==> config.mk <==
export PLATFORM = sky130hd
export DESIGN_NAME = cs_output_stage
export DESIGN_NICKNAME = d
export VERILOG_FILES = /design/src/spi_filter_pkg.sv /design/src/cs_output_stage.sv
export SDC_FILE = /design/constraint.sdc
export NUM_CORES = 1
export LEC_CHECK = 0
export ABC_CLOCK_PERIOD_IN_PS = 5300
export CAP_MARGIN = 20
export CORE_UTILIZATION = 40
export CTS_CLUSTER_DIAMETER = 60
export DETAILED_ROUTE_END_ITERATION = 8
export DONT_BUFFER_PORTS = 1
export GPL_TIMING_DRIVEN = 0
export HOLD_SLACK_MARGIN = 0.15
export PLACE_DENSITY = 0.57
export SYNTH_ARGS = -nofsm -noshare
export SYNTH_HDL_FRONTEND = slang
export SYNTH_SLANG_ARGS = --single-unit
==> constraint.sdc <==
create_clock -name sys_clock -period 5.3 [get_ports sys_clock]
set_clock_uncertainty 0.2 [all_clocks]
set_input_delay 1.06 -clock sys_clock [delete_from_list [all_inputs] [get_ports sys_clock]]
set_output_delay 1.06 -clock sys_clock [all_outputs]
set_load 0.02 [all_outputs]
==> src/spi_filter_pkg.sv <==
//////////////////////////////////////////////////////////////////////
// spi flash command filter shared definitions
// opcodes, command classes and the widths shared by every block
//////////////////////////////////////////////////////////////////////
package spi_filter_pkg;

    typedef logic [7:0] spi_byte_t;     // one byte shifted in on mosi
    typedef logic [7:0] opcode_t;       // first byte of every transaction

    //////////////////////////////////////////////////////////////////////
    // opcodes the filter recognizes, anything not listed here is illegal
    //////////////////////////////////////////////////////////////////////
    localparam opcode_t OP_READ          = 8'h03;
    localparam opcode_t OP_FAST_READ     = 8'h0B;
    localparam opcode_t OP_READ_STATUS   = 8'h05;
    localparam opcode_t OP_READ_ID       = 8'h9F;
    localparam opcode_t OP_WRITE_ENABLE  = 8'h06;
    localparam opcode_t OP_WRITE_DISABLE = 8'h04;
    localparam opcode_t OP_PAGE_PROGRAM  = 8'h02;   // needs the block check
    localparam opcode_t OP_SECTOR_ERASE  = 8'h20;   // needs the block check

    // how the decoder treats an opcode once it has been shifted in
    typedef enum logic [1:0] {
        CMD_ALLOWED,
        CMD_ADDR_CHECKED,
        CMD_ILLEGAL
    } cmd_class_t;

    // byte address bits that fall inside one 4 kB block
    localparam int BLOCK_OFFSET_BITS = 12;

    // mask word on the register port, bit n of word w enables block w*32+n
    localparam int WE_WORD_BITS = 32;
    typedef logic [WE_WORD_BITS-1:0] we_word_t;

    typedef logic [4:0] filter_count_t;     // saturates at 31

    localparam int ADDR_BYTES = 3;          // 3-byte addressing only

endpackage

==> src/cs_output_stage.sv <==
//////////////////////////////////////////////////////////////////////
// chip select output stage
// picks the flash chip select from the internal master or the filtered
// host and keeps the filter status
//////////////////////////////////////////////////////////////////////
`timescale 1ns/1ns

module cs_output_stage (
    input  logic                          sys_clock,
    input  logic                          i_sys_resetn,
    input  logic                          i_spi_csn,          // host chip select straight from the pin
    input  logic                          i_cs_block,
    input  logic                          i_block_event,
    input  spi_filter_pkg::opcode_t       i_block_opcode,
    input  logic                          i_master_sel,       // internal master owns the flash
    input  logic                          i_master_csn,
    output logic                          o_spi_csn,
    output spi_filter_pkg::filter_count_t o_filtered_count,
    output spi_filter_pkg::opcode_t       o_last_filtered_opcode
);
    import spi_filter_pkg::*;

    localparam filter_count_t COUNT_MAX = '1;

    // the host pin is used unsynchronized so a deselect reaches the flash at once
    assign o_spi_csn = i_master_sel ? i_master_csn : (i_spi_csn | i_cs_block);

    //////////////////////////////////////////////////////////////////////
    // filter status
    //////////////////////////////////////////////////////////////////////
    always_ff @(posedge sys_clock or negedge i_sys_resetn) begin
        if (!i_sys_resetn) begin
            o_filtered_count       <= '0;
            o_last_filtered_opcode <= '0;
        end else if (i_block_event) begin
            o_last_filtered_opcode <= i_block_opcode;
            if (o_filtered_count != COUNT_MAX) begin
                o_filtered_count <= o_filtered_count + 1'b1;    // sticks at 31
            end
        end
    end

endmodule

==> results, run 1 <==
- At the worst endpoint, the arrival time is roughly 1600 ps.
- The path class of the tightest hold or removal check is primary input to asynchronous set/reset pin.
- Measured against its own limit, the worst slew margin works out to 57.4%.
- Once detail routing completed, the nets flagged for antenna violations numbered 0.
- The first-pass iteration count of the detailed router is 1.
- The first global-routing pass estimated 1010 microns of wire.
- In this run the post-CTS setup repair buffer count came out at 0.
- The transition time at the pin with the least slew margin is 632 ps.
- On the critical path the largest part of the delay comes from compound AO/OA/AOI/OAI gates.
- The tool flagged a number of max-cap violations equal to 0.
- STA puts the critical path data required time at 4040 ps.
- The signal on the critical path passes through nor2_1, o21ai_0.
- Of all nets on the critical path, the largest fanout is 1.
- In this run the standard cell core region covers 1300 sq um.
- The number of nets in the final layout is 58.
- The slowest library cell on the worst path is o21ai_0.
- The number of buffer and inverter instances along the worst setup path is 0.
- The run finished with clean final reports.
- Synthesis instantiated 13 different standard cells from the library.
- The number of top-level design ports is 29.
- The power density over the cells is 504 nW/um^2.
- After synthesis, the largest family of logic cells by area is multiplexers.
- Setup violations remaining at the end of the flow were counted as 0.
- The number of antenna violations at the first check in global routing is 0.
- During synthesis, Yosys emitted a total of 0 warnings.
- The synthesized design contains 13 register bits.
- The root buffer selected by CTS is clkbuf_4.
- The area growth from synthesis to layout is 8.14%.
- The maximum level of the CTS H-tree is 1.
- The total negative slack is 0 ps.
- Across all setup checks in the final design, the least slack found is 2460 ps.
- After clock tree synthesis, the clock-pin slew on the worst setup and hold paths is 80 ps.
- The final max-slew violation count is 0.
- The floorplan has 13 rows.
- The CTS buffer count is 3.
- In this run, placement finished with an instance count of 51.
- TritonCTS built the clock tree.
- The final number of hold-violating endpoints is 0.
- Across the VDD grid, the largest voltage drop is 0.197 mV.
- Global routing consumed, over all layers together, between 10% and 20% of the routing resources.
- The via density per instance is approximately 5.3.
- In this run the mean area of a mapped cell was between 15 and 20 sq um.
- For flop-to-flop paths, the worst setup slack is 3320 ps.
- The number of design rule violations left after detail routing is 0.
- The maximum number of buffers from clock root to sink is 2.
- Once placement finished, the instance area stood at 572 sq um.
- The aggregate routed wire length is 826 microns.
- The post-route netlist has 40.0% of its cells at a drive strength greater than 1.
- The number of DRC markers in iteration 0 is 0.
- The routed design could run at a clock period as short as 2840 ps.
- The final instance area is 598 sq um.
- The library cell used most frequently in the layout, excluding fill and tap cells, is dfrtp_1.
- The fmax is 352 MHz.
- CTS saw 13 sinks.
- The repair_antennas step left the layout with diodes totalling 0.
- For this block, the via count after detailed routing is 294.
- The post-synthesis xor/xnor area fraction is under 10%.
- The critical path in this run is classified as primary input to output pin.
- Synthesis produced 36 cells.
- For this configuration, the core starts out at a cell density of 42.5%.
- Measured along the y axis, the die boundary spans slightly below 40 microns.
- The complex-gate fraction of the synthesized area is less than 1%.
- The adder-cell share of the synthesized area is 4.52%.
- The kind of start point of the critical path is a primary input.
- The multiplexer share of the synthesized area is 21.7%.
- The aggregate global routing overflow is 0.
- The routed length per instance is 15.0 microns.
- The total of cells resized after clock tree synthesis is 0.
- The post-synthesis instance area is 553 sq um.
- For this run, the number of standard cells in the final layout without fillers is 55.
- The routability congestion estimate is 0.556.
- The leakage power is between 0.2 and 0.3 nW.
- Sequential elements use between 50 and 60% of the synthesized area.
- The number of hold-repair buffers added at the cts stage is 0.
- Dividing the final minimum period by the clock period gives 53.6%.
- At the later pin of the worst-skew pair, clock insertion delay measures 260 ps.
- Final hold analysis gives a worst-case slack of 283 ps.
- Leaving out fill and tap cells, the most frequent cells in the layout are dfrtp_1 (13), mux2_2 (8), clkbuf_4 (3).
- During placement, the flow inserted port buffers numbering 0.
- Entering global routing, the biggest net connects 14 pins.
- The number of global-route vias before repair is 248.
- The number of nets in the synthesized netlist is 53.
- The die covers 1540 sq um.
- Setup repair after global routing left no endpoint under its margin.
- The type of element capturing the critical path is an output pin.
- After Yosys synthesis, and, or, nand and nor cells account for 7.24% of the synthesized area.
- In this design, the stage delay of the slowest critical-path cell is 500 ps.
- The die is a little under 40 microns wide.
- Timing analysis after detailed placement gives a worst setup slack of ~2500 ps.
## flip-flops by register name, indices dropped and copies added, names as in the netlist
name and count:
o_last_filtered_opcode 8, o_filtered_count 5
## cell families (layout without fill, tap and decap cells)
| logic type | Yosys count | in the layout |
|---|---|---|
| mux | 10 | 10 |
| flops | 13 | 13 |
| simple gates | 6 | 6 |
| compound gates | 1 | 1 |
| buf+inv | 1 | 5 |
| xor+xnor | 3 | 3 |
| fa+ha+maj | 2 | 2 |
## final timing paths
path,from,cells after the start,end
hold reg to reg,o_filtered_count[3],1,o_filtered_count[3]
setup / recovery,i_cs_block,2,o_spi_csn
min in group sys_clock,o_filtered_count[3],1,o_filtered_count[3]
hold / removal,i_sys_resetn,0,o_filtered_count[1]
setup reg to reg,o_filtered_count[0],5,o_filtered_count[4]
max in group asynchronous,i_sys_resetn,0,o_last_filtered_opcode[7]
## per-stage QoR
stage	utilization, %	power [mW]
after floorplan	-	0.234
after global placement	43.9	0.242
after detailed placement	43.9	0.247
after CTS	46.0	0.305
after global routing	46.0	0.320
final	46.0	0.302
## cells in the mapped netlist, drive strengths merged
cell type / count / area (sq um)
buf: 1 / 11.3
and2b: 1 / 10.0
nor2: 1 / 3.75
nand2: 2 / 7.51
o21ai: 1 / 5.00
nand4: 1 / 12.5
ha: 2 / 25.0
xnor2: 2 / 17.5
xor2: 1 / 8.76
mux2: 10 / 120
and3: 1 / 6.26
dfrtp: 13 / 325
## per-layer routing
layer	up-vias	GRT usage (%)	wire [microns]	part of all wire, %
met5	-	0	0	0
met4	0	2.59	0	0
met3	0	3.47	75	9.1
met2	15	18.8	426	52
met1	146	11.9	324	39
li1	133	-	-	-
## layout make-up
type                            instances  area [sq um]
Clock buffer                            4          26.3
Fill cell                             118           703
Sequential cell                        13           325
Tap cell                               15          18.8
Multi-Input combinational cell         22           216
Buffer                                  1          11.3
## report_power, final
group	internal [mW]	switching [mW]	total [mW]	leakage, nW
Combinational	0.0385	0.0192	0.0577	0.103
Sequential	0.125	0.0609	0.186	0.153
Clock	0.0290	0.0289	0.0580	0.0150
(Power assumes the default switching activity.)
==> run 2, diff against run 1 <==
ABC_CLOCK_PERIOD_IN_PS = 2310   (was 5300)
PLACE_DENSITY = 0.59   (was 0.57)
clock period = 2.31 ns   (was 5.3 ns; I/O delays follow)
==> results, run 2 (synthesis gave the netlist of run 1 again) <==
- The flow ran to the end, and the final reports show no timing, DRC or antenna violations.
- For the worst-skew pair, the clock arrives at the later sink with an insertion delay of 270 ps.
- The class of the tightest hold or removal check is primary input to flop.
- The hold-critical path depth is 2.
- The number of DRC markers in iteration 0 is 4.
- The first detailed-routing pass took 2 iterations.
- The count of buffers from port buffering is 0.
- Summed over all layers, the global routing overflow is 0.
- The aggregate routed wire length is a little over 900 microns.
- The worst endpoint data arrival time is 1930 ps.
- The final max-slew violation count is 0.
- The number of clock buffers added by TritonCTS is 3.
- Traced cell by cell, the critical path runs through ha_1, and3_1, ha_1, and2b_4, mux2_4.
- In this run the number of H-tree levels came out at 1.
- The die area is 1540 sq um.
- STA classifies the critical path endpoint as a flop.
- The area growth from synthesis to layout is 24.4%.
- After detailed routing, the number of vias per cell comes to roughly 5.1.
- Hold timing on the final database bottoms out at a slack of 299 ps.
- The fmax is 507 MHz.
- The count of standard-cell rows is 13.
- The final number of hold-violating endpoints is 0.
- In the layout the commonest cells are dfrtp_1 (13), dlygate4sd3_1 (9), mux2_2 (8).
- For hold timing, the worst endpoint is o_last_filtered_opcode[2].
- The pin count of the biggest net entering global routing is 14.
- The number of cell instances on the worst register-to-register path is 5.
- After clock tree synthesis, the clock-pin slew on the worst setup and hold paths is 70 ps.
- Post-CTS repair changed the size of 0 cells.
- The slowest library cell on the worst path is dfrtp_1.
- The number of clock sinks is 13.
- The flip-flop count of the largest register, all copies and words added is 8.
- More flip-flops sit in one register than any other, and that register is o_last_filtered_opcode.
- The largest single stage delay on the critical path is 500 ps.
- The number of buffer and inverter instances along the worst setup path is 0.
- Once detail routing completed, the nets flagged for antenna violations numbered 0.
- The TritonCTS clock tree is done.
- The starting density of the core is a little over two fifths.
- The endpoint identified for the worst register-to-register timing path is o_filtered_count[1].
- After filler insertion, the fill cell instance count of the layout stands at around 110.
- For this run, design rule violations remaining after detail routing come to 0.
- The total negative slack is 0 ps.
- STA classifies the critical path startpoint as a flop.
- IR analysis of the VDD net gives a maximum drop of 0.553 mV.
- In the final routed layout, each cell accounts on average for between 10 and 15 microns.
- The first global-routing pass estimated around 1400 microns of wire.
- The startpoint of the worst-slack reg-to-reg timing path is o_filtered_count[0].
- Setup repair after global routing left no endpoint under its margin.
- The maximum number of buffers from clock root to sink is 2.
- The most frequent standard cell in the layout excluding fill and tap cells is dfrtp_1.
- During I/O placement, the number of pins put on the boundary was 29.
- The end-of-flow core utilization is approximately 53%.
- The number of antenna diodes in the final layout is 0.
- The number of nets in the final layout is 67.
- The final critical path takes up about 85% of the cycle.
- The share of post-route cells with drive strength above 1 is 32.7%.
- CTS placed an instance of clkbuf_4 at the clock tree root.
- The top cell family by delay on the critical path is flip-flops.
- The region available for standard cell placement spans 1300 sq um.
- The most prevalent standard cell on the critical path is ha_1.
- The worst-case register-to-register setup slack is 340 ps.
- The number of antenna violations at the first check in global routing was 0.
- The width of the die is 39.2 microns.
- In the post-route analysis, the smallest setup slack over all paths is 337 ps.
- The maximum fanout along the worst path is 5.
- In this run the power density over the cells is between 1000 and 1500 nW/um^2.
- Across the run, the number of max-cap violations was 0.
- The congestion estimate from routability-driven global placement came to 0.655.
- Setup violations remaining at the end of the flow were counted as 0.
- The start point of the worst min-delay path is i_block_event.
- The headroom to the max-slew limit is 57.4%.
- The number of global-route vias before repair is 338.
- The largest registers in the layout are o_last_filtered_opcode (8), o_filtered_count (5).
- For the pin with the worst max-slew slack, the measured transition is 632 ps.
- The vertical die dimension is ~40 microns.
- The setup path with the least slack is of type flop to flop.
- For this block, the via count after detailed routing is 325.
- The number of hold-repair buffers added at the cts stage is 9.
- Global routing consumed, over all layers together, between 15 and 20% of the routing resources.
- The estimated wirelength of the detail-placed design is 677 microns.
- Once the clock tree was built, the setup fixing pass inserted 0 buffers.
- Data on the critical path is required at its endpoint by about 2300 ps.
- Counting I/O delays and the setup requirement, the final critical path takes 1970 ps.
- The leakage power is 0.308 nW.
- At the placement stage, the worst setup path has a slack of 341 ps.
[run 2: cell count changes in the layout (fill, tap and decap cells not counted), sizes merged]
| cell | previous run | this run |
|---|---|---|
| dlygate4sd3 | 0 | 9 |
[run 2: power breakdown]
group	internal, mW	switching [mW]	leakage, nW	total, mW
registers	0.287	0.139	0.153	0.426
logic	0.0987	0.0485	0.141	0.147
clock network	0.0667	0.0652	0.0150	0.132
[run 2: stage by stage]
step | total power [mW] | cell area, sq um | instances
2_1_floorplan | 0.536 | 553 | 36
3_3_place_gp | 0.556 | 572 | 51
3_5_place_dp | 0.565 | 572 | 51
4_1_cts | 0.720 | 688 | 64
5_1_grt | 0.761 | 688 | 64
6_report | 0.705 | 688 | 64
[run 2: worst max path at each step]
stage / start / endpoint / slack, ps / depth (start not counted)
3_5_place_dp: o_filtered_count[0] / o_filtered_count[1] / 340 / 5
5_1_grt: o_filtered_count[0] / o_filtered_count[3] / 270 / 6
3_3_place_gp: o_filtered_count[0] / o_filtered_count[1] / 360 / 5
6_report: o_filtered_count[0] / o_filtered_count[1] / 340 / 5
2_1_floorplan: o_filtered_count[0] / o_filtered_count[1] / 400 / 5
4_1_cts: o_filtered_count[0] / o_filtered_count[1] / 330 / 5
[run 2: final cells by class]
type,instances,area (sq um),area share (%)
Tap cell,15,18.8,2.73
Sequential cell,13,325,47.3
Buffer,1,11.3,1.64
Timing Repair Buffer,9,90.1,13.1
Clock buffer,4,26.3,3.82
Multi-Input combinational cell,22,216,31.5
[run 2: metal layers]
| metal | track usage [%] | wire length (microns) | vias up |
|---|---|---|---|
| met3 | 8.09 | 89 | 0 |
| met1 | 14.7 | 355 | 158 |
| met2 | 24.2 | 488 | 17 |
| met5 | 0 | 0 | - |
| met4 | 10.3 | 0 | 0 |
| li1 | - | - | 150 |
