`src/spi_filter_pkg.sv`:
```
//////////////////////////////////////////////////////////////////////
// spi flash command filter shared definitions
// opcodes, command classes and the widths shared by every block
//////////////////////////////////////////////////////////////////////
package spi_filter_pkg;

    typedef logic [7:0] spi_byte_t;     // one byte shifted in on mosi
    typedef logic [7:0] opcode_t;       // first byte of every transaction

    //////////////////////////////////////////////////////////////////////
    // opcodes the filter recognizes, anything not listed here is illegal
    //////////////////////////////////////////////////////////////////////
    localparam opcode_t OP_READ          = 8'h03;
    localparam opcode_t OP_FAST_READ     = 8'h0B;
    localparam opcode_t OP_READ_STATUS   = 8'h05;
    localparam opcode_t OP_READ_ID       = 8'h9F;
    localparam opcode_t OP_WRITE_ENABLE  = 8'h06;
    localparam opcode_t OP_WRITE_DISABLE = 8'h04;
    localparam opcode_t OP_PAGE_PROGRAM  = 8'h02;   // needs the block check
    localparam opcode_t OP_SECTOR_ERASE  = 8'h20;   // needs the block check

    // how the decoder treats an opcode once it has been shifted in
    typedef enum logic [1:0] {
        CMD_ALLOWED,
        CMD_ADDR_CHECKED,
        CMD_ILLEGAL
    } cmd_class_t;

    // byte address bits that fall inside one 4 kB block
    localparam int BLOCK_OFFSET_BITS = 12;

    // mask word on the register port, bit n of word w enables block w*32+n
    localparam int WE_WORD_BITS = 32;
    typedef logic [WE_WORD_BITS-1:0] we_word_t;

    typedef logic [4:0] filter_count_t;     // saturates at 31

    localparam int ADDR_BYTES = 3;          // 3-byte addressing only

endpackage

```
`src/spi_bit_sampler.sv`:
```
//////////////////////////////////////////////////////////////////////
// spi bit sampler
// oversamples the monitored spi pins in the system clock domain and
// turns mosi bits into one strobe per received byte
//////////////////////////////////////////////////////////////////////
`timescale 1ns/1ns

module spi_bit_sampler (
    input  logic                      sys_clock,
    input  logic                      i_sys_resetn,
    input  logic                      i_spi_sclk,       // host serial clock, asynchronous
    input  logic                      i_spi_mosi,
    input  logic                      i_spi_csn,        // host chip select, active low
    output logic                      o_cs_active,      // synchronized chip select is low
    output logic                      o_byte_valid,     // one cycle per completed byte
    output spi_filter_pkg::spi_byte_t o_byte
);
    import spi_filter_pkg::*;

    logic [1:0] sclk_sync;      // bit 1 is the synchronized copy
    logic [1:0] mosi_sync;
    logic [1:0] csn_sync;
    logic       sclk_prev;      // edge detect register
    logic       sclk_rise;
    logic [2:0] bit_cnt;
    spi_byte_t  shift_q;

    always_ff @(posedge sys_clock or negedge i_sys_resetn) begin
        if (!i_sys_resetn) begin
            sclk_sync <= '0;
            mosi_sync <= '0;
            csn_sync  <= '1;            // bus idles deselected
            sclk_prev <= 1'b0;
        end else begin
            sclk_sync <= {sclk_sync[0], i_spi_sclk};
            mosi_sync <= {mosi_sync[0], i_spi_mosi};
            csn_sync  <= {csn_sync[0], i_spi_csn};
            sclk_prev <= sclk_sync[1];
        end
    end

    // only edges inside an active chip select carry data
    assign sclk_rise = sclk_sync[1] & ~sclk_prev & ~csn_sync[1];

    always_ff @(posedge sys_clock or negedge i_sys_resetn) begin
        if (!i_sys_resetn) begin
            o_cs_active  <= 1'b0;
            o_byte_valid <= 1'b0;
            bit_cnt      <= '0;
        end else begin
            o_cs_active  <= ~csn_sync[1];                       // aligned with the byte strobe
            o_byte_valid <= sclk_rise & (bit_cnt == 3'd7);      // eighth bit closes the byte
            if (csn_sync[1]) begin
                bit_cnt <= '0;                                  // next transaction starts on bit 0
            end else if (sclk_rise) begin
                bit_cnt <= bit_cnt + 3'd1;
            end
        end
    end

    // mosi arrives msb first
    always_ff @(posedge sys_clock) begin
        if (sclk_rise) begin
            shift_q <= {shift_q[6:0], mosi_sync[1]};
        end
    end

    assign o_byte = shift_q;    // holds the full byte in the strobe cycle

    // every byte strobe follows eight sclk edges inside one active chip select
    a_byte_in_cs: assert property (@(posedge sys_clock) disable iff (!i_sys_resetn)
        o_byte_valid |-> o_cs_active && $past(o_cs_active, 8));

endmodule

```
`config.mk`:
```
export PLATFORM = sky130hd
export DESIGN_NAME = spi_bit_sampler
export DESIGN_NICKNAME = d
export VERILOG_FILES = /design/src/spi_filter_pkg.sv /design/src/spi_bit_sampler.sv
export SDC_FILE = /design/constraint.sdc
export NUM_CORES = 1
export LEC_CHECK = 0
export ABC_CLOCK_PERIOD_IN_PS = 1200
export BUFFER_PORTS_ARGS = -buffer_cell sky130_fd_sc_hd__buf_4
export CORE_MARGIN = 5
export CORE_UTILIZATION = 44
export CTS_CLUSTER_DIAMETER = 200
export CTS_CLUSTER_SIZE = 25
export DETAILED_ROUTE_END_ITERATION = 10
export HOLD_SLACK_MARGIN = 0.15
export PLACE_DENSITY = 0.7
export SLEW_MARGIN = 5
export SYNTH_ARGS = -nofsm -noshare
export SYNTH_HDL_FRONTEND = slang
export SYNTH_SLANG_ARGS = --single-unit
```
`constraint.sdc`:
```
create_clock -name sys_clock -period 1.2 [get_ports sys_clock]
set_input_delay 0.06 -clock sys_clock [delete_from_list [all_inputs] [get_ports sys_clock]]
set_output_delay 0.06 -clock sys_clock [all_outputs]
set_load 0.1 [all_outputs]
```
==> flow_metrics.tcl, run 1 <==
set metrics [dict create \
    cts_root_buf "clkbuf_4" \
    worst_pin_slew_ps 443 \
    layout-drive-gt1-share 0.469 \
    place_congestion 0.636 \
    yosysUniqueCellTypes 14 \
    synth_top_family_by_area "simple AND/OR/NAND/NOR gates" \
    cts_max_level 1 \
    hpwlAfterDp_um 681 \
    port_buffers 14 \
    synth_mux_area_frac 0.0224 \
    cts.sinks 20 \
    crit_slowest_cell "dfrtp_1" \
    critPathTopFamily "adder cells" \
    ys_async_sr_fraction 0.600 \
    synth_cells 35 \
    final_cell_area_um2 953 \
    syn_avg_cell_area_um2 19.1 \
    peakVddDrop_mv 0.960 \
    clk_latency_ps 290 \
    min_period_ps 1150 \
    synth-adder-area-share 0.0374 \
    start_util 0.455 \
    post_layout_nonfiller_instances 80 \
    ys.flop_type "dfrtp_1" \
    finalHoldViolCount 0 \
    clk_pin_slew_ps 110 \
    p_leak_nw 0.433 \
    synth_edf_count 8 \
    worstSetupPathType "flop to flop" \
    synthesis.nets 42 \
    synth_common_cells "10 x dfrtp_1, 8 x edfxtp_1" \
    core_area_um2 1470 \
    post-route-period-util 0.958 \
    hp-class "input pin to asynchronous set/reset pin" \
    setup_viol 0 \
    place_area_um2 817 \
    slew_headroom 0.705 \
    synth_top_area_frac 0.374 \
    grt_max_degree 13 \
    ys_ff_latch 20 \
    synth_area_leaders "dfrtp_1 37%, edfxtp_1 36%, dfstp_2 7.9%, ha_1 3.7%, nand4bb_1 3.4%" \
    cts_buffers 3 \
    fill_cells 117 \
    total_power_mw 1.43 \
    n_antenna_cell 0 \
    cp_data_arrival_time_ps 1340 \
    synthXorXnorAreaFrac 0 \
    fp.dieH_um 49.0 \
    die-area_um2 2400 \
    netlist_area_um2 669 \
    slew_violations 0 \
    rows 14 \
    drt_wl_total_um 1020 \
    overflow 0 \
    synth_most_common_cell "dfrtp_1" \
    setup.worst_path.start_class "flop" \
    clock_skew_ps 0.896 \
    path_cells "ha_2 > ha_1 > nand4bb_1 > o21ai_0" \
    nNetsFinal 72 \
    first_pass_iters 1 \
    clk_path_buf_depth 2 \
    cp_num_buf_inv 0 \
    slowest_delay_ps 420 \
    fmax_ghz 0.869 \
    grt_usage 0.0960 \
    die_width_um 49.0 \
    area_growth_pct 42.4 \
    power.density_nw_per_um2 1500 \
    grt_pass1_vias 369 \
    dpl.cell_count 68 \
    rsz0062_at_grt "false" \
    vias 366 \
    yosysSeqAreaShare 0.811 \
    status "complete, no violations" \
    ant_nets 0 \
    yosys_warnings 0 \
    antenna_found_initial 0 \
    worstPathMaxFanout 3 \
    boundaryPins 15 \
    endpoint_kind "flop" \
    synth_compound_area_frac 0.0150 \
    cts_tree "built" \
    grt_first_pass_wirelength_um 1680 \
    vias_per_cell 4.58 \
    drc 0 \
    cap_violations 0 \
    synthSimpleGateAreaFrac 0.108 \
    tns_ps 0 \
    wl_per_cell_um 12.7 \
    cp.required_ps 1390 \
    drt_iter0_markers 0 \
    synth_top_area_cell "dfrtp_1" \
]
## stage by stage
step / hold WS [ps] / worst slack, ps / util
after global routing: 220 / 5.25 / 0.648
after global placement: -97.4 / -58.9 / 0.555
after floorplan: -236 / -45.3 / -
final: 238 / 49.9 / 0.648
after CTS: 228 / 20.2 / 0.629
after detailed placement: -94.9 / -88.6 / 0.555
## repair_timing
item | CTS | global route
hold buffers | 5 | 0
gates resized for setup | 1 | 2
pin swaps | 0 | 1
setup endpoints to repair | 9 | 19
buffers inserted | 0 | 3
hold endpoints to repair | 15 | 0
## sequential cells by signal (all words and copies together) (netlist names)
name and count:
bit_cnt 3, csn_sync 2, mosi_sync 2, o_byte 8, o_byte_valid 1, o_cs_active 1, sclk_prev 1, sclk_sync 2
## cell usage in the layout (no fill, tap or decap)
cell type | synthesis | routed
nor2b_2 | 1 | 1
dlymetal6s4s_1 | 0 | 1
nor3b_4 | 0 | 1
buf_4 | 0 | 20
ha_2 | 0 | 1
o21ai_0 | 2 | 2
nor2b_1 | 1 | 1
bufinv_16 | 0 | 1
clkbuf_4 | 0 | 3
inv_1 | 1 | 1
dfrtp_1 | 10 | 10
dlygate4sd3_1 | 0 | 4
mux2_4 | 1 | 1
nor2_1 | 1 | 1
nand4bb_1 | 2 | 2
edfxtp_1 | 8 | 8
nand2b_1 | 2 | 2
and2_1 | 1 | 1
dfstp_2 | 2 | 2
ha_1 | 2 | 1
## cell families after synthesis
kind of cell    Yosys count
mux                       1
compound gates            2
simple gates              9
fa+ha+maj                 2
buf+inv                   1
flops                    20
## final cells by class
class / count / area (um2) / area share
sequential: 20 / 543 / 0.570
clock buffer: 3 / 22.5 / 0.0236
timing repair buffer: 25 / 203 / 0.213
inverter: 1 / 3.75 / 0.00394
clock inverter: 1 / 30.0 / 0.0315
tap: 16 / 20.0 / 0.0210
multi-input combinational: 14 / 131 / 0.138
## worst paths after layout
kind                                     endpoint                    from  depth (start not counted)  slack, ps
max                        bit_cnt[2]$_DFFE_PN0P_  bit_cnt[0]$_DFFE_PN0P_                          4         50
min                         csn_sync[1]$_DFF_PN1_            i_sys_resetn                          2        240
max reg2reg                bit_cnt[2]$_DFFE_PN0P_  bit_cnt[0]$_DFFE_PN0P_                          4         50
min reg2reg                 csn_sync[1]$_DFF_PN1_   csn_sync[0]$_DFF_PN1_                          0        360
max in group asynchronous  sclk_sync[0]$_DFF_PN0_            i_sys_resetn                          3        490
min in group sys_clock      csn_sync[1]$_DFF_PN1_   csn_sync[0]$_DFF_PN1_                          0        360
## worst reg2reg max path: cells and delay by family (launching register included)
family / cells / cell delay [ps]
AOI/OAI and AO/OA: 1 / 80
adders and majority gates: 2 / 450
DFF: 1 / 420
and+or+nand+nor: 1 / 90
## metal layers
layer	wire, um	track usage	vias to the layer above
met4	8	0.0673	0
met3	68	0.0336	2
li1	-	-	181
met5	0	0	-
met1	438	0.120	172
met2	502	0.137	11
## power by group
group,internal [mW],total (mW),leakage [nW],switching [mW]
combinational,0.0553,0.144,0.185,0.0888
sequential,0.738,0.751,0.219,0.0125
clock,0.337,0.538,0.0279,0.201
Power figures use the tool's default switching activity.
==> run 2: changes to the inputs <==
--- a/config.mk
+++ b/config.mk
@@ -5,11 +5,11 @@
 export SDC_FILE = /design/constraint.sdc
 export NUM_CORES = 1
 export LEC_CHECK = 0
+export ABC_AREA = 1
 export ABC_CLOCK_PERIOD_IN_PS = 1200
 export BUFFER_PORTS_ARGS = -buffer_cell sky130_fd_sc_hd__buf_4
 export CORE_MARGIN = 5
 export CORE_UTILIZATION = 44
-export CTS_CLUSTER_DIAMETER = 200
 export CTS_CLUSTER_SIZE = 25
 export DETAILED_ROUTE_END_ITERATION = 10
 export HOLD_SLACK_MARGIN = 0.15
==> run 2 against run 1 <==
  * Critical path depth unchanged
  * Non-clock buffer count down 5
  * Flip-flop and latch count did not move
  * Global-route usage increased by 0.58 points
  * Power decreased by 1.9%
  * Critical endpoint unchanged
  * Highest routed layer is now met3
==> flow_metrics.tcl, run 2 <==
set metrics [dict create \
    area_growth_pct 36.4 \
    rsz0062_at_grt "false" \
    fp.dieH_um 48.4 \
    grt_usage 0.102 \
    rr_worst_depth 4 \
    rows 13 \
    yosys_warnings 0 \
    synth_most_common_cell "dfrtp_1" \
    netlist_area_um2 649 \
    wl_per_cell_um 13.7 \
    layout-drive-gt1-share 0.391 \
    drt_wl_total_um 1090 \
    fill_cells 99 \
    cts_max_level 1 \
    cts_resized 0 \
    grt_pass1_vias 419 \
    port_buffers 14 \
    nNetsFinal 72 \
    synth_area_leaders "dfrtp_1 39%, edfxtp_1 37%, dfstp_2 8.1%, nand3_1 4.6%, ha_1 3.9%" \
    setup.worst_path.start_class "flop" \
    hold-worst-slack_ps 362 \
    ys_async_sr_fraction 0.600 \
    fmax_ghz 0.903 \
    first_pass_iters 1 \
    holdPathStages 0 \
    synth_edf_count 8 \
    die-area_um2 2340 \
    hpwlAfterDp_um 750 \
    hp-class "flop to flop" \
    cp_data_arrival_time_ps 1300 \
    yosysUniqueCellTypes 12 \
    worstSetupPathType "flop to flop" \
    synth_common_cells "10 x dfrtp_1, 8 x edfxtp_1, 6 x nand3_1" \
    grt_max_degree 13 \
    hold_end "csn_sync[1]$_DFF_PN1_" \
    layout_commonest_cell "buf_4" \
    ys.flop_type "dfrtp_1" \
    die_width_um 48.4 \
    ys_ff_latch 20 \
    r2r_slack_ps 90 \
    min_period_ps 1110 \
    worstPathMaxFanout 3 \
    start_util 0.481 \
    clk_path_buf_depth 2 \
    vias 374 \
    core_area_um2 1350 \
    ant_nets 0 \
    cts_tree "built" \
    total_power_mw 1.41 \
    reg2reg_from "bit_cnt[0]$_DFFE_PN0P_" \
    finalHoldViolCount 0 \
    fin_util 0.656 \
    timing.rr.end "bit_cnt[2]$_DFFE_PN0P_" \
    clk_latency_ps 290 \
    synth_top_area_frac 0.385 \
    post-route-period-util 0.923 \
    place_congestion 0.660 \
    grt_first_pass_wirelength_um 1900 \
    overflow 0 \
    cp.required_ps 1390 \
    cts_root_buf "clkbuf_4" \
    clk_pin_slew_ps 110 \
    cap_violations 0 \
    clock_skew_ps 3.80 \
    antenna_found_initial 0 \
    final_cell_mix "15 x buf_4, 10 x dfrtp_1, 8 x edfxtp_1" \
    largest_reg_flops 8 \
    endpoint_kind "flop" \
    p_leak_nw 0.412 \
    yosysSeqAreaShare 0.836 \
    setup_viol 0 \
    worst_pin_slew_ps 281 \
    cts.sinks 20 \
    synth_top_area_cell "dfrtp_1" \
    cts_buffers 3 \
    peakVddDrop_mv 1.12 \
    slew_violations 0 \
    power.density_nw_per_um2 1590 \
    vias_per_cell 4.73 \
    drc 0 \
    min-delay-start "csn_sync[0]$_DFF_PN1_" \
    n_antenna_cell 0 \
    boundaryPins 15 \
    cts_setup_buffers 0 \
    synthesis.nets 47 \
    syn_avg_cell_area_um2 16.2 \
    slew_headroom 0.815 \
    drt_iter0_markers 0 \
    status "complete, no violations" \
    synth_cells 40 \
]
[run 2: cell families (layout without fill, tap and decap cells)]
family                   count (synthesis)  count (layout)  synth area share
buffers and inverters                    5              29            0.0289
adder cells (fa/ha/maj)                  2               2            0.0385
flip-flops                              20              20             0.836
AND/OR/NAND/NOR                         13              13            0.0963
[run 2: per-layer routing]
metal	track usage	up-vias	share of wire
met3	0.0398	0	0.065
li1	-	181	-
met5	0	-	0
met2	0.163	10	0.52
met4	0.0138	0	0
met1	0.132	183	0.42
[run 2: worst max-delay path, stage by stage (launching register included)]
cell     delay (ps)
dfrtp_1         410
ha_1            200
ha_1            260
nand3_1          80
nand2_1          50
[run 2: layout make-up]
class | count | area, um2 | area share
Tap cell | 15 | 18.8 | 0.0212
Clock buffer | 3 | 22.5 | 0.0254
Timing Repair Buffer | 20 | 163 | 0.184
Inverter | 5 | 18.8 | 0.0212
Clock inverter | 1 | 30.0 | 0.0339
Sequential cell | 20 | 543 | 0.613
Multi-Input combinational cell | 15 | 90.1 | 0.102
[run 2: where the power goes]
part           total (mW)  leakage (nW)  switching, mW  internal, mW
Sequential          0.751         0.220         0.0129         0.738
Combinational       0.127         0.164         0.0899        0.0368
Clock               0.528        0.0279          0.191         0.337
[run 2: worst max path at each step]
stage                            from                     end  depth (start not counted)
5_1_grt        bit_cnt[0]$_DFFE_PN0P_  bit_cnt[2]$_DFFE_PN0P_                          4
6_report       bit_cnt[0]$_DFFE_PN0P_  bit_cnt[2]$_DFFE_PN0P_                          4
3_3_place_gp   bit_cnt[0]$_DFFE_PN0P_  bit_cnt[2]$_DFFE_PN0P_                          4
4_1_cts                  i_sys_resetn     sclk_prev$_DFF_PN0_                          3
2_1_floorplan     o_byte[0]$_DFFE_PP_     o_byte[1]$_DFFE_PP_                          0
3_5_place_dp   bit_cnt[0]$_DFFE_PN0P_  bit_cnt[2]$_DFFE_PN0P_                          4
[run 2: stage by stage]
step / TNS (ps) / setup WS, ps / instance area [um2] / instances
after floorplan: -317 / -45.3 / 652 / 40
final: 0 / 92.2 / 886 / 79
after global routing: 0 / 20.6 / 886 / 79
after CTS: 0 / 58.2 / 886 / 79
after detailed placement: 0 / 105 / 783 / 70
after global placement: 0 / 131 / 783 / 70
[run 2: repair_timing]
action,in CTS,in global routing
hold buffers,5,1
endpoints found under the setup margin,0,10
endpoints found under the hold margin,15,4
