**src/spi_filter_pkg.sv**
```systemverilog
//////////////////////////////////////////////////////////////////////
// spi flash command filter shared definitions
// opcodes, command classes and the widths shared by every block
//////////////////////////////////////////////////////////////////////
package spi_filter_pkg;

    typedef logic [7:0] spi_byte_t;     // one byte shifted in on mosi
    typedef logic [7:0] opcode_t;       // first byte of every transaction

    //////////////////////////////////////////////////////////////////////
    // opcodes the filter recognizes, anything not listed here is illegal
    //////////////////////////////////////////////////////////////////////
    localparam opcode_t OP_READ          = 8'h03;
    localparam opcode_t OP_FAST_READ     = 8'h0B;
    localparam opcode_t OP_READ_STATUS   = 8'h05;
    localparam opcode_t OP_READ_ID       = 8'h9F;
    localparam opcode_t OP_WRITE_ENABLE  = 8'h06;
    localparam opcode_t OP_WRITE_DISABLE = 8'h04;
    localparam opcode_t OP_PAGE_PROGRAM  = 8'h02;   // needs the block check
    localparam opcode_t OP_SECTOR_ERASE  = 8'h20;   // needs the block check

    // how the decoder treats an opcode once it has been shifted in
    typedef enum logic [1:0] {
        CMD_ALLOWED,
        CMD_ADDR_CHECKED,
        CMD_ILLEGAL
    } cmd_class_t;

    // byte address bits that fall inside one 4 kB block
    localparam int BLOCK_OFFSET_BITS = 12;

    // mask word on the register port, bit n of word w enables block w*32+n
    localparam int WE_WORD_BITS = 32;
    typedef logic [WE_WORD_BITS-1:0] we_word_t;

    typedef logic [4:0] filter_count_t;     // saturates at 31

    localparam int ADDR_BYTES = 3;          // 3-byte addressing only

endpackage

```
**src/spi_command_decoder.sv**
```systemverilog
//////////////////////////////////////////////////////////////////////
// spi command decoder
// classifies the opcode of each transaction, collects the address of
// program and erase commands and decides whether to cut the chip select
//////////////////////////////////////////////////////////////////////
`timescale 1ns/1ns

module spi_command_decoder #(
    parameter int FLASH_ADDRESS_BITS = 24                   // 24 bits is 16 MB
) (
    input  logic                      sys_clock,
    input  logic                      i_sys_resetn,
    input  logic                      i_cs_active,
    input  logic                      i_byte_valid,
    input  spi_filter_pkg::spi_byte_t i_byte,
    input  logic                      i_filter_disable,     // permissive mode
    input  logic                      i_block_enabled,      // mask bit for o_block_index
    output logic [FLASH_ADDRESS_BITS-spi_filter_pkg::BLOCK_OFFSET_BITS-1:0] o_block_index,
    output logic                      o_cs_block,           // held until the chip select drops
    output logic                      o_block_event,        // first cycle of o_cs_block
    output spi_filter_pkg::opcode_t   o_block_opcode
);
    import spi_filter_pkg::*;

    localparam int ADDR_BITS  = ADDR_BYTES * 8;
    localparam int SHIFT_BITS = ADDR_BITS - 8;              // address bytes held before the last

    typedef enum logic [1:0] {
        ST_IDLE,        // chip select inactive
        ST_OPCODE,      // waiting for the first byte
        ST_ADDRESS,     // collecting the address of a checked command
        ST_PASS         // decision made, ride out the transaction
    } state_t;

    state_t                state;
    logic [1:0]            addr_cnt;
    logic [SHIFT_BITS-1:0] addr_q;
    logic [ADDR_BITS-1:0]  addr_next;
    opcode_t               opcode_q;
    cmd_class_t            op_class;
    logic                  block_now;

    function automatic cmd_class_t classify(input opcode_t op);
        case (op)
            OP_READ, OP_FAST_READ, OP_READ_STATUS, OP_READ_ID,
            OP_WRITE_ENABLE, OP_WRITE_DISABLE: classify = CMD_ALLOWED;
            OP_PAGE_PROGRAM, OP_SECTOR_ERASE:  classify = CMD_ADDR_CHECKED;
            default:                           classify = CMD_ILLEGAL;
        endcase
    endfunction

    assign op_class  = classify(i_byte);
    assign addr_next = {addr_q, i_byte};    // complete address while the last byte is valid

    // the mask memory answers in the same cycle, so the last address byte decides at once
    assign o_block_index  = addr_next[FLASH_ADDRESS_BITS-1:BLOCK_OFFSET_BITS];
    assign o_block_opcode = opcode_q;

    //////////////////////////////////////////////////////////////////////
    // blocking decision
    //////////////////////////////////////////////////////////////////////
    always_comb begin
        block_now = 1'b0;
        if (i_byte_valid && !i_filter_disable) begin
            if (state == ST_OPCODE) begin
                block_now = (op_class == CMD_ILLEGAL);
            end else if (state == ST_ADDRESS && addr_cnt == 2'(ADDR_BYTES - 1)) begin
                block_now = !i_block_enabled;       // program or erase into a protected block
            end
        end
    end

    always_ff @(posedge sys_clock or negedge i_sys_resetn) begin
        if (!i_sys_resetn) begin
            state         <= ST_IDLE;
            addr_cnt      <= '0;
            o_cs_block    <= 1'b0;
            o_block_event <= 1'b0;
        end else if (!i_cs_active) begin
            state         <= ST_IDLE;               // every transaction starts fresh
            addr_cnt      <= '0;
            o_cs_block    <= 1'b0;
            o_block_event <= 1'b0;
        end else begin
            o_block_event <= block_now;
            if (block_now) begin
                o_cs_block <= 1'b1;
            end
            case (state)
                ST_IDLE: state <= ST_OPCODE;
                ST_OPCODE: begin
                    if (i_byte_valid) begin
                        addr_cnt <= '0;
                        state    <= (op_class == CMD_ADDR_CHECKED) ? ST_ADDRESS : ST_PASS;
                    end
                end
                ST_ADDRESS: begin
                    if (i_byte_valid) begin
                        addr_cnt <= addr_cnt + 2'd1;
                        if (addr_cnt == 2'(ADDR_BYTES - 1)) begin
                            state <= ST_PASS;
                        end
                    end
                end
                default: state <= ST_PASS;          // data bytes are not inspected
            endcase
        end
    end

    // opcode and leading address bytes
    always_ff @(posedge sys_clock) begin
        if (i_byte_valid && state == ST_OPCODE) begin
            opcode_q <= i_byte;
        end
        if (i_byte_valid && state == ST_ADDRESS) begin
            addr_q <= addr_next[SHIFT_BITS-1:0];
        end
    end

    // the output stage counts one event per blocked transaction
    a_event_on_rise: assert property (@(posedge sys_clock) disable iff (!i_sys_resetn)
        o_block_event |-> o_cs_block && !$past(o_cs_block));

endmodule

```
**config.mk**
```make
export PLATFORM = sky130hd
export DESIGN_NAME = spi_command_decoder
export DESIGN_NICKNAME = d
export VERILOG_FILES = /design/src/spi_filter_pkg.sv /design/src/spi_command_decoder.sv
export SDC_FILE = /design/constraint.sdc
export NUM_CORES = 1
export LEC_CHECK = 0
export BUFFER_PORTS_ARGS = -buffer_cell sky130_fd_sc_hd__buf_2
export CORE_MARGIN = 2
export CORE_UTILIZATION = 45
export DETAILED_ROUTE_END_ITERATION = 8
export GPL_ROUTABILITY_DRIVEN = 1
export GPL_TIMING_DRIVEN = 0
export PLACE_DENSITY_LB_ADDON = 0.08
export SYNTH_ARGS = -nofsm -noshare
export SYNTH_HDL_FRONTEND = slang
export SYNTH_SLANG_ARGS = --single-unit
```
**constraint.sdc**
```tcl
create_clock -name sys_clock -period 2.1 [get_ports sys_clock]
set_input_delay 0.42 -clock sys_clock [delete_from_list [all_inputs] [get_ports sys_clock]]
set_output_delay 0.42 -clock sys_clock [all_outputs]
set_load 0.02 [all_outputs]
```
==> results of run 1 <==
per-layer routing:
layer / wire, um / share of wire
met1: 858 / 0.41
met2: 1060 / 0.51
met3: 122 / 0.059
met4: 38 / 0.018
met5: 0 / 0
state kept, by name, indices dropped and copies added, names as in the netlist:
register        count
state               2
addr_q             16
o_cs_block          1
addr_cnt            2
o_block_event       1
o_block_opcode      8
repair_timing:
action                                  CTS  global route
endpoints found under the hold margin     6             0
endpoints found under the setup margin    0             0
hold buffers                              1             0
cell type report:
cell class | count | area [sq um]
fillers | 247 | 1170
flip-flops and latches | 30 | 871
multi-input cells | 38 | 269
repair buffers | 36 | 185
plain buffers | 13 | 93.8
clock buffers | 6 | 41.3
well taps | 31 | 38.8
inverters | 3 | 11.3
clock inverters | 2 | 8.76
placed cells by master, fill, tap and decap left out, drive strengths merged:
master,count
buf,47
edfxtp,24
clkbuf,7
a21oi,6
dfrtp,6
nor2b,4
nor3b,4
inv,3
and3,2
a211o,2
nor2,2
a2bb2oi,2
clkinv,2
or3b,1
o311a,1
xor2,1
nor4,1
nand3,1
nor4bb,1
nand4,1
nand2b,1
or4,1
o22ai,1
nand3b,1
and4b,1
o21ai,1
and2,1
o31ai,1
ha,1
dlygate4sd3,1
path summary, 6_finish.rpt:
path / slack [ns] / cells past startpoint / end / from
min in group asynchronous: 0.44 / 2 / state[1] / i_sys_resetn
max: 0.15 / 2 / addr_q[3] / state[0]
max reg2reg: 0.15 / 2 / addr_q[3] / state[0]
max in group asynchronous: 1.51 / 2 / state[0] / i_sys_resetn
min: 0.32 / 1 / o_block_opcode[2] / i_byte[2]
min reg2reg: 0.42 / 0 / addr_q[9] / addr_q[1]
power groups by stage:
stage	sequential [mW]	combinational (mW)	clock, mW
floorplan	0.690	0.0473	0
global placement	0.680	0.0997	0
detailed placement	0.681	0.101	0
CTS	0.668	0.103	0.321
global route	0.670	0.113	0.350
finish	0.668	0.102	0.309
logic make-up after synthesis:
logic type | count (synthesis) | synth area share
buffers and inverters | 16 | 0.0848
and+or+nand+nor | 22 | 0.120
AOI/OAI and AO/OA | 14 | 0.0757
adders and majority gates | 1 | 0.0101
DFF | 30 | 0.702
xor gates and xnor gates | 1 | 0.00706
metrics by stage:
stage / utilization / power (mW)
floorplan: - / 0.738
global placement: 0.543 / 0.780
detailed placement: 0.543 / 0.783
CTS: 0.565 / 1.09
global route: 0.565 / 1.13
finish: 0.565 / 1.08
==> impl_metrics.toml, run 1 <==
[final_layout]
drive_above_1_share = 0.422
area_delta_synth_final_pct = 22.5
fin_nets = 142
fin_cells = 159
num_antenna_cells = 0
fin_area_sq_um = 1520

[cts]
clk_path_buf_depth = 2
clk_pin_slew_ns = 0.09
cts_setup_buffers = 0
cts_root_buffer = "clkbuf_4"
h-tree-depth = 2
cts_tree = "built"
worstSkewPairLatency_ns = 0.32
cts_inserted_buffers = 5
numClockSinks = 30
cts_resized = 0

[global_route]
grt_overflow = 0
use_met1 = 0.169
first_global_vias = 788
globalRouteMet3Util = 0.0691
use_met2 = 0.246
grt_busiest_layer = "met2"
antenna_found_initial = 0
grtUsageTotal = 0.150
grt_pass1_wl_um = 3490
grt_max_degree = 17

[yosys]
synth_flop_cell = "edfxtp_1"
avgSynthCellArea_sq_um = 14.8
syn-instance-count = 84
yosysSeqAreaShare = 0.702
synth.top_cell.area_share = 0.581
synth_cell_type_count = 28
syn_area_sq_um = 1240
yosysWarnings = 0
ys_seq_elements = 30
synth_top_cell_by_area = "edfxtp_1"
synth_area_leaders = "edfxtp_1 58%, dfrtp_1 12%, buf_4 7.3%"
syn-num-nets = 99
synth_edf_count = 24
synthTopCellsByCount = "24 x edfxtp_1, 12 x buf_4, 6 x a21oi_1, 6 x dfrtp_1"
yosysMostFrequentCell = "edfxtp_1"
async_flop_share = 0.200

[outcome]
status = "finished clean"

[sta]
slew_headroom = 0.216
hold_violations = 0
rsz0062_at_grt = "false"
drv_slew = 0
finalWorstSetupSlack_ns = 0.147
min_period_ns = 1.95
whs_ns = 0.321
finalSetupTns_ns = 0
setup_viol = 0
fmax_mhz = 512
worst_pin_slew_ns = 1.17
period_share = 0.930
fin_worst_skew_ns = 0.00659

[min_path]
min_path_type = "in -> reg"

[place]
dp_cells = 150
portBuffers = 35
gp_congestion = 0.692
placed_cell_area_sq_um = 1460
dpl.hpwl_um = 1530
place_ws_ns = 0.107

[routing]
via_count = 798
routed_wl_um = 2080
dr.pass1.iters = 4
ant_nets = 0
dr.first_iter.drc_count = 10
avgRoutedWirePerCell_um = 13.1
drcViolationCount = 0
viasPerCell = 5.02

[setup_path]
path_cells = "clkbuf_1 -> nor3b_2"
crit_path_max_incr_delay_ns = 0.97
end_kind = "register"
critPathTopFamily = "simple AND/OR/NAND/NOR gates"
cp-start-kind = "register"
crit_required_ns = 2.04
arrival_ns = 1.89
critPathKind = "reg -> reg"
crit_buf_inv = 1
worst-path-max-fanout = 16
slowest_stage = "nor3b_2"

[pwr]
pwr-share-comb = 0.094
p_seq_frac = 0.619
max-vdd-ir-drop_v = 0.000550
intPower_mw = 0.828
switching_share = 0.232
clockPowerShare = 0.287
p_leak_nw = 0.634
power_density_nw_per_um2 = 710
p_sw_mw = 0.251

[die]
core_sq_um = 2690
row_count = 19
die-area_sq_um = 3190
start_util = 0.462
fp.dieH_um = 56.5
io_pins = 36
chipWidth_um = 56.5

[run]
maxCapViolations = 0
Power figures use the tool's default switching activity.
==> run 2, diff against run 1 <==
--- a/config.mk
+++ b/config.mk
@@ -6,6 +6,7 @@
 export NUM_CORES = 1
 export LEC_CHECK = 0
 export BUFFER_PORTS_ARGS = -buffer_cell sky130_fd_sc_hd__buf_2
+export CORE_ASPECT_RATIO = 1.75
 export CORE_MARGIN = 2
 export CORE_UTILIZATION = 45
 export DETAILED_ROUTE_END_ITERATION = 8
==> run 2 against run 1 <==
Net effect:
- fmax rose by 17%
- sequential share of layout area fell by 1.2 points
- largest power group unchanged
- register-to-register slack improved by 0.28 ns
- design area rose by 2.1%
- global-route usage rose by 0.30 points
- utilization rose by 1.8 points
- highest routed layer unchanged
- sequential power barely moved
- final cell count fell by 2.5%
- via count fell by 1.1%
- non-clock buffer count did not move
- die area rose by 0.52%
- critical endpoint is now addr_q[5]
- clock power rose by 39%
==> impl_metrics.toml, run 2 (same netlist as run 1, synthesis figures left out) <==
[outcome]
status = "finished clean"

[cts]
cts_setup_buffers = 0
clk_path_buf_depth = 2
cts_inserted_buffers = 5
cts_tree = "built"
worstSkewPairLatency_ns = 0.27
numClockSinks = 30
cts_root_buffer = "clkbuf_8"
h-tree-depth = 2
clk_pin_slew_ns = 0.06

[sta]
drv_slew = 0
period_share = 0.798
worst_pin_slew_ns = 0.781
slew_headroom = 0.478
finalSetupTns_ns = 0
min_period_ns = 1.68
fin_worst_skew_ns = 0.00263
setup_viol = 0
finalWorstSetupSlack_ns = 0.424
hold_violations = 0
fmax_mhz = 597
rsz0062_at_grt = "false"

[final_layout]
num_antenna_cells = 0
area_delta_synth_final_pct = 25.0
final_cell_mix = "35 x buf_2, 24 x edfxtp_1, 12 x buf_4"
regMostFlops = "addr_q"
fin_nets = 142
layout_commonest_cell = "buf_2"
drive_above_1_share = 0.414
largest_register_ffs = 16
fin_area_sq_um = 1550

[place]
gp_congestion = 0.796
placed_cell_area_sq_um = 1450
dpl.hpwl_um = 1610
place_ws_ns = 0.113
portBuffers = 35

[global_route]
grt_max_degree = 17
antenna_found_initial = 0
grtUsageTotal = 0.153
grt_pass1_wl_um = 3420
first_global_vias = 797
grt_overflow = 0

[routing]
ant_nets = 0
routed_wl_um = 2110
viasPerCell = 5.09
dr.first_iter.drc_count = 25
avgRoutedWirePerCell_um = 13.6
dr.pass1.iters = 3
via_count = 789
drcViolationCount = 0

[setup_path]
reg2regPathDepth = 2
arrival_ns = 1.58
reg2reg_to = "addr_q[5]"
critPathKind = "reg -> reg"
worst-path-max-fanout = 16
r2r_setup_slack_ns = 0.42
cp-start-kind = "register"
critPathLaunch = "state[0]"
crit_required_ns = 2.00
end_kind = "register"
critPathCapture = "addr_q[5]"
reg2reg_from = "state[0]"

[die]
start_util = 0.466
fp.dieH_um = 73.4
row_count = 25
io_pins = 36
chipWidth_um = 43.7
core_sq_um = 2660
die-area_sq_um = 3210

[run]
maxCapViolations = 0

[pwr]
max-vdd-ir-drop_v = 0.000572
p_leak_nw = 0.648
power_mw = 1.20
power_density_nw_per_um2 = 775

[min_path]
min_path_type = "in -> reg"
## run 2: metal layers
metal	part of all wire	GRT usage	wire length [um]
met2	0.58	0.271	1220
met3	0.053	0.0688	112
met4	0.026	0.0875	55
met5	0	0	0
met1	0.34	0.137	715
## run 2: what timing repair did
action	in CTS	in global routing
hold buffers	1	0
resized for setup	0	1
endpoints found under the setup margin	0	16
hold endpoints to repair	6	0
## run 2: cell type report
| class | instances | area (sq um) |
|---|---|---|
| fillers | 221 | 1110 |
| flip-flops and latches | 30 | 871 |
| multi-input cells | 38 | 275 |
| repair buffers | 36 | 185 |
| plain buffers | 13 | 93.8 |
| clock buffers | 8 | 80.1 |
| well taps | 27 | 33.8 |
| inverters | 3 | 11.3 |
## run 2: worst min-delay path by stage
| stage | startpoint | to | slack [ns] | depth (start not counted) |
|---|---|---|---|---|
| floorplan | i_sys_resetn | addr_cnt[0] | 0.12 | 0 |
| global placement | i_sys_resetn | addr_cnt[1] | 0.25 | 1 |
| detailed placement | i_sys_resetn | addr_cnt[0] | 0.26 | 1 |
| CTS | i_byte[2] | o_block_opcode[2] | 0.37 | 1 |
| global route | i_byte[2] | o_block_opcode[2] | 0.37 | 1 |
| finish | i_byte[2] | o_block_opcode[2] | 0.38 | 1 |
## run 2: through the flow
step / hold WS, ns / instances / utilization
after detailed placement: 0.255 / 146 / 0.547
after global routing: 0.369 / 155 / 0.583
after CTS: 0.369 / 155 / 0.581
final: 0.381 / 155 / 0.583
after global placement: 0.255 / 146 / 0.547
after floorplan: 0.124 / 84 / -
## run 2: power by group
part / switching (mW) / total (mW) / leakage, nW / internal [mW]
Combinational: 0.0620 / 0.104 / 0.309 / 0.0421
Sequential: 0.00599 / 0.668 / 0.300 / 0.662
Clock: 0.194 / 0.428 / 0.0395 / 0.235
Total: 0.262 / 1.20 / 0.648 / 0.939
## run 2: worst max-delay path, cell delays in order, from the launching register on
cell and delay (ns):
dfrtp_1 0.37, clkbuf_1 0.22, nor3b_4 0.71
==> run 3, diff against run 2 <==
--- a/config.mk
+++ b/config.mk
@@ -8,7 +8,7 @@
 export BUFFER_PORTS_ARGS = -buffer_cell sky130_fd_sc_hd__buf_2
 export CORE_ASPECT_RATIO = 1.75
 export CORE_MARGIN = 2
-export CORE_UTILIZATION = 45
+export CORE_UTILIZATION = 50
 export DETAILED_ROUTE_END_ITERATION = 8
 export GPL_ROUTABILITY_DRIVEN = 1
 export GPL_TIMING_DRIVEN = 0
==> constraint.sdc (replaced) <==
create_clock -name sys_clock -period 1.7 [get_ports sys_clock]
set_input_delay 0.34 -clock sys_clock [delete_from_list [all_inputs] [get_ports sys_clock]]
set_output_delay 0.34 -clock sys_clock [all_outputs]
set_load 0.02 [all_outputs]
==> run 3 against run 2 <==
Net effect:
- count of clock-buffer cells in the layout shrank 2
- clock skew up 0.0021 ns
- final cell count is 0.65% lower
- wire length is 2.9% higher
- fmax is 5.0% higher
- register-to-register slack worse by 0.32 ns
- sequential share of layout area down 0.89 points
- critical endpoint is now o_block_opcode[7]
==> impl_metrics.toml, run 3 (same netlist as run 1, synthesis figures left out) <==
[setup_path]
worst-path-max-fanout = 10
path_cells = "clkbuf_1 -> and3_1"
crit_buf_inv = 1
cp-start-kind = "register"
critPathCapture = "o_block_opcode[7]"
crit_required_ns = 1.62
r2r_setup_slack_ns = 0.10
arrival_ns = 1.52
crit_path_max_incr_delay_ns = 0.50
reg2reg_to = "o_block_opcode[7]"
critPathTopFamily = "simple AND/OR/NAND/NOR gates"
crit_cells = 2
slowest_stage = "and3_1"
reg2reg_from = "state[0]"
critPathLaunch = "state[0]"
critPathKind = "reg -> reg"
reg2regPathDepth = 2
end_kind = "register"

[global_route]
grt_overflow = 0
grtUsageTotal = 0.169
first_global_vias = 809
antenna_found_initial = 0
grt_max_degree = 17
grt_pass1_wl_um = 3610

[final_layout]
largest_register_ffs = 16
final_cell_mix = "35 x buf_2, 24 x edfxtp_1, 12 x buf_4"
drive_above_1_share = 0.434
fin_nets = 143
area_delta_synth_final_pct = 27.0
layout_commonest_cell = "buf_2"
fillerInstances = 191
regMostFlops = "addr_q"
num_antenna_cells = 0

[routing]
viasPerCell = 5.38
dr.pass1.iters = 4
top_layer = "met4"
wl_met2_um = 1330
routed_wl_um = 2170
drcViolationCount = 0
ant_nets = 0
via_count = 828
avgRoutedWirePerCell_um = 14.1
wl_met3_um = 111
wl_met1_um = 692
dr.first_iter.drc_count = 14

[sta]
worst_pin_slew_ns = 0.473
fmax_mhz = 627
finalWorstSetupSlack_ns = 0.104
fin_worst_skew_ns = 0.00478
slew_headroom = 0.684
period_share = 0.939
rsz0062_at_grt = "false"
hold_violations = 0
setup_viol = 0
min_period_ns = 1.60
drv_slew = 0

[place]
dpl.hpwl_um = 1600
portBuffers = 35
gp_congestion = 0.803
place_ws_ns = -0.248

[cts]
cts_inserted_buffers = 5
numClockSinks = 30
worstSkewPairLatency_ns = 0.27
h-tree-depth = 2
cts_tree = "built"
cts_root_buffer = "clkbuf_8"
clk_pin_slew_ns = 0.06
clk_path_buf_depth = 2

[run]
maxCapViolations = 0

[pwr]
max-vdd-ir-drop_v = 0.000573
p_leak_nw = 0.659
power_density_nw_per_um2 = 939
power_mw = 1.48

[die]
fp.dieH_um = 69.9
chipWidth_um = 41.6
core_sq_um = 2330
start_util = 0.532
io_pins = 36
row_count = 23
die-area_sq_um = 2910

[min_path]
min_path_type = "in -> reg"

[outcome]
status = "finished clean"
run 3: cell types whose count changed in the layout (fill, tap and decap cells not counted):
| cell | delta |
|---|---|
| buf_12 | +1 |
| clkbuf_1 | -2 |
| clkinv_1 | +1 |
| clkinv_2 | +1 |
| nor4bb_1 | -1 |
| nor4bb_2 | +1 |
run 3: where the power goes:
group	switching, mW	internal [mW]
sequential	0.00846	0.818
combinational	0.0782	0.0550
clock	0.240	0.280
run 3: worst min path at each step:
stage | start | to | slack [ns] | cells past startpoint
2_1_floorplan | i_sys_resetn | addr_cnt[0] | 0.04 | 0
3_3_place_gp | i_sys_resetn | o_block_event | 0.17 | 1
3_5_place_dp | i_sys_resetn | o_block_event | 0.17 | 1
4_1_cts | i_byte[2] | addr_q[2] | 0.29 | 1
5_1_grt | i_byte[5] | addr_q[5] | 0.29 | 1
6_report | i_byte[2] | o_block_opcode[2] | 0.31 | 1
run 3: layout make-up:
class	instances	area [sq um]	area share
Timing Repair Buffer	37	205	0.130
Clock buffer	6	72.6	0.0461
Buffer	13	93.8	0.0596
Sequential cell	30	871	0.553
Multi-Input combinational cell	38	282	0.179
Inverter	3	11.3	0.00715
Tap cell	25	31.3	0.0199
Clock inverter	2	8.76	0.00556
run 3: timing repair:
item,4_1_cts,5_1_grt
setup endpoints to repair,16,17
hold buffers,1,0
pin swaps,0,1
endpoints found under the hold margin,6,0
gates resized for setup,1,1
gates cloned,0,0
buffers inserted,0,1
run 3: through the flow:
stage / utilization / instances / instance area (sq um) / setup TNS, ns / hold WS [ns]
after detailed placement: 0.623 / 144 / 1450 / -4.02 / 0.174
final: 0.676 / 154 / 1580 / 0 / 0.309
after CTS: 0.665 / 153 / 1550 / 0 / 0.292
after global placement: 0.623 / 144 / 1450 / -3.53 / 0.172
after floorplan: - / 84 / 1240 / 0 / 0.0444
after global routing: 0.676 / 154 / 1580 / 0 / 0.295
run 3: per-layer routing:
metal,global-route usage,up-vias
met1,0.151,401
met3,0.0620,4
met2,0.304,31
met4,0.104,0
met5,0,-
li1,-,392
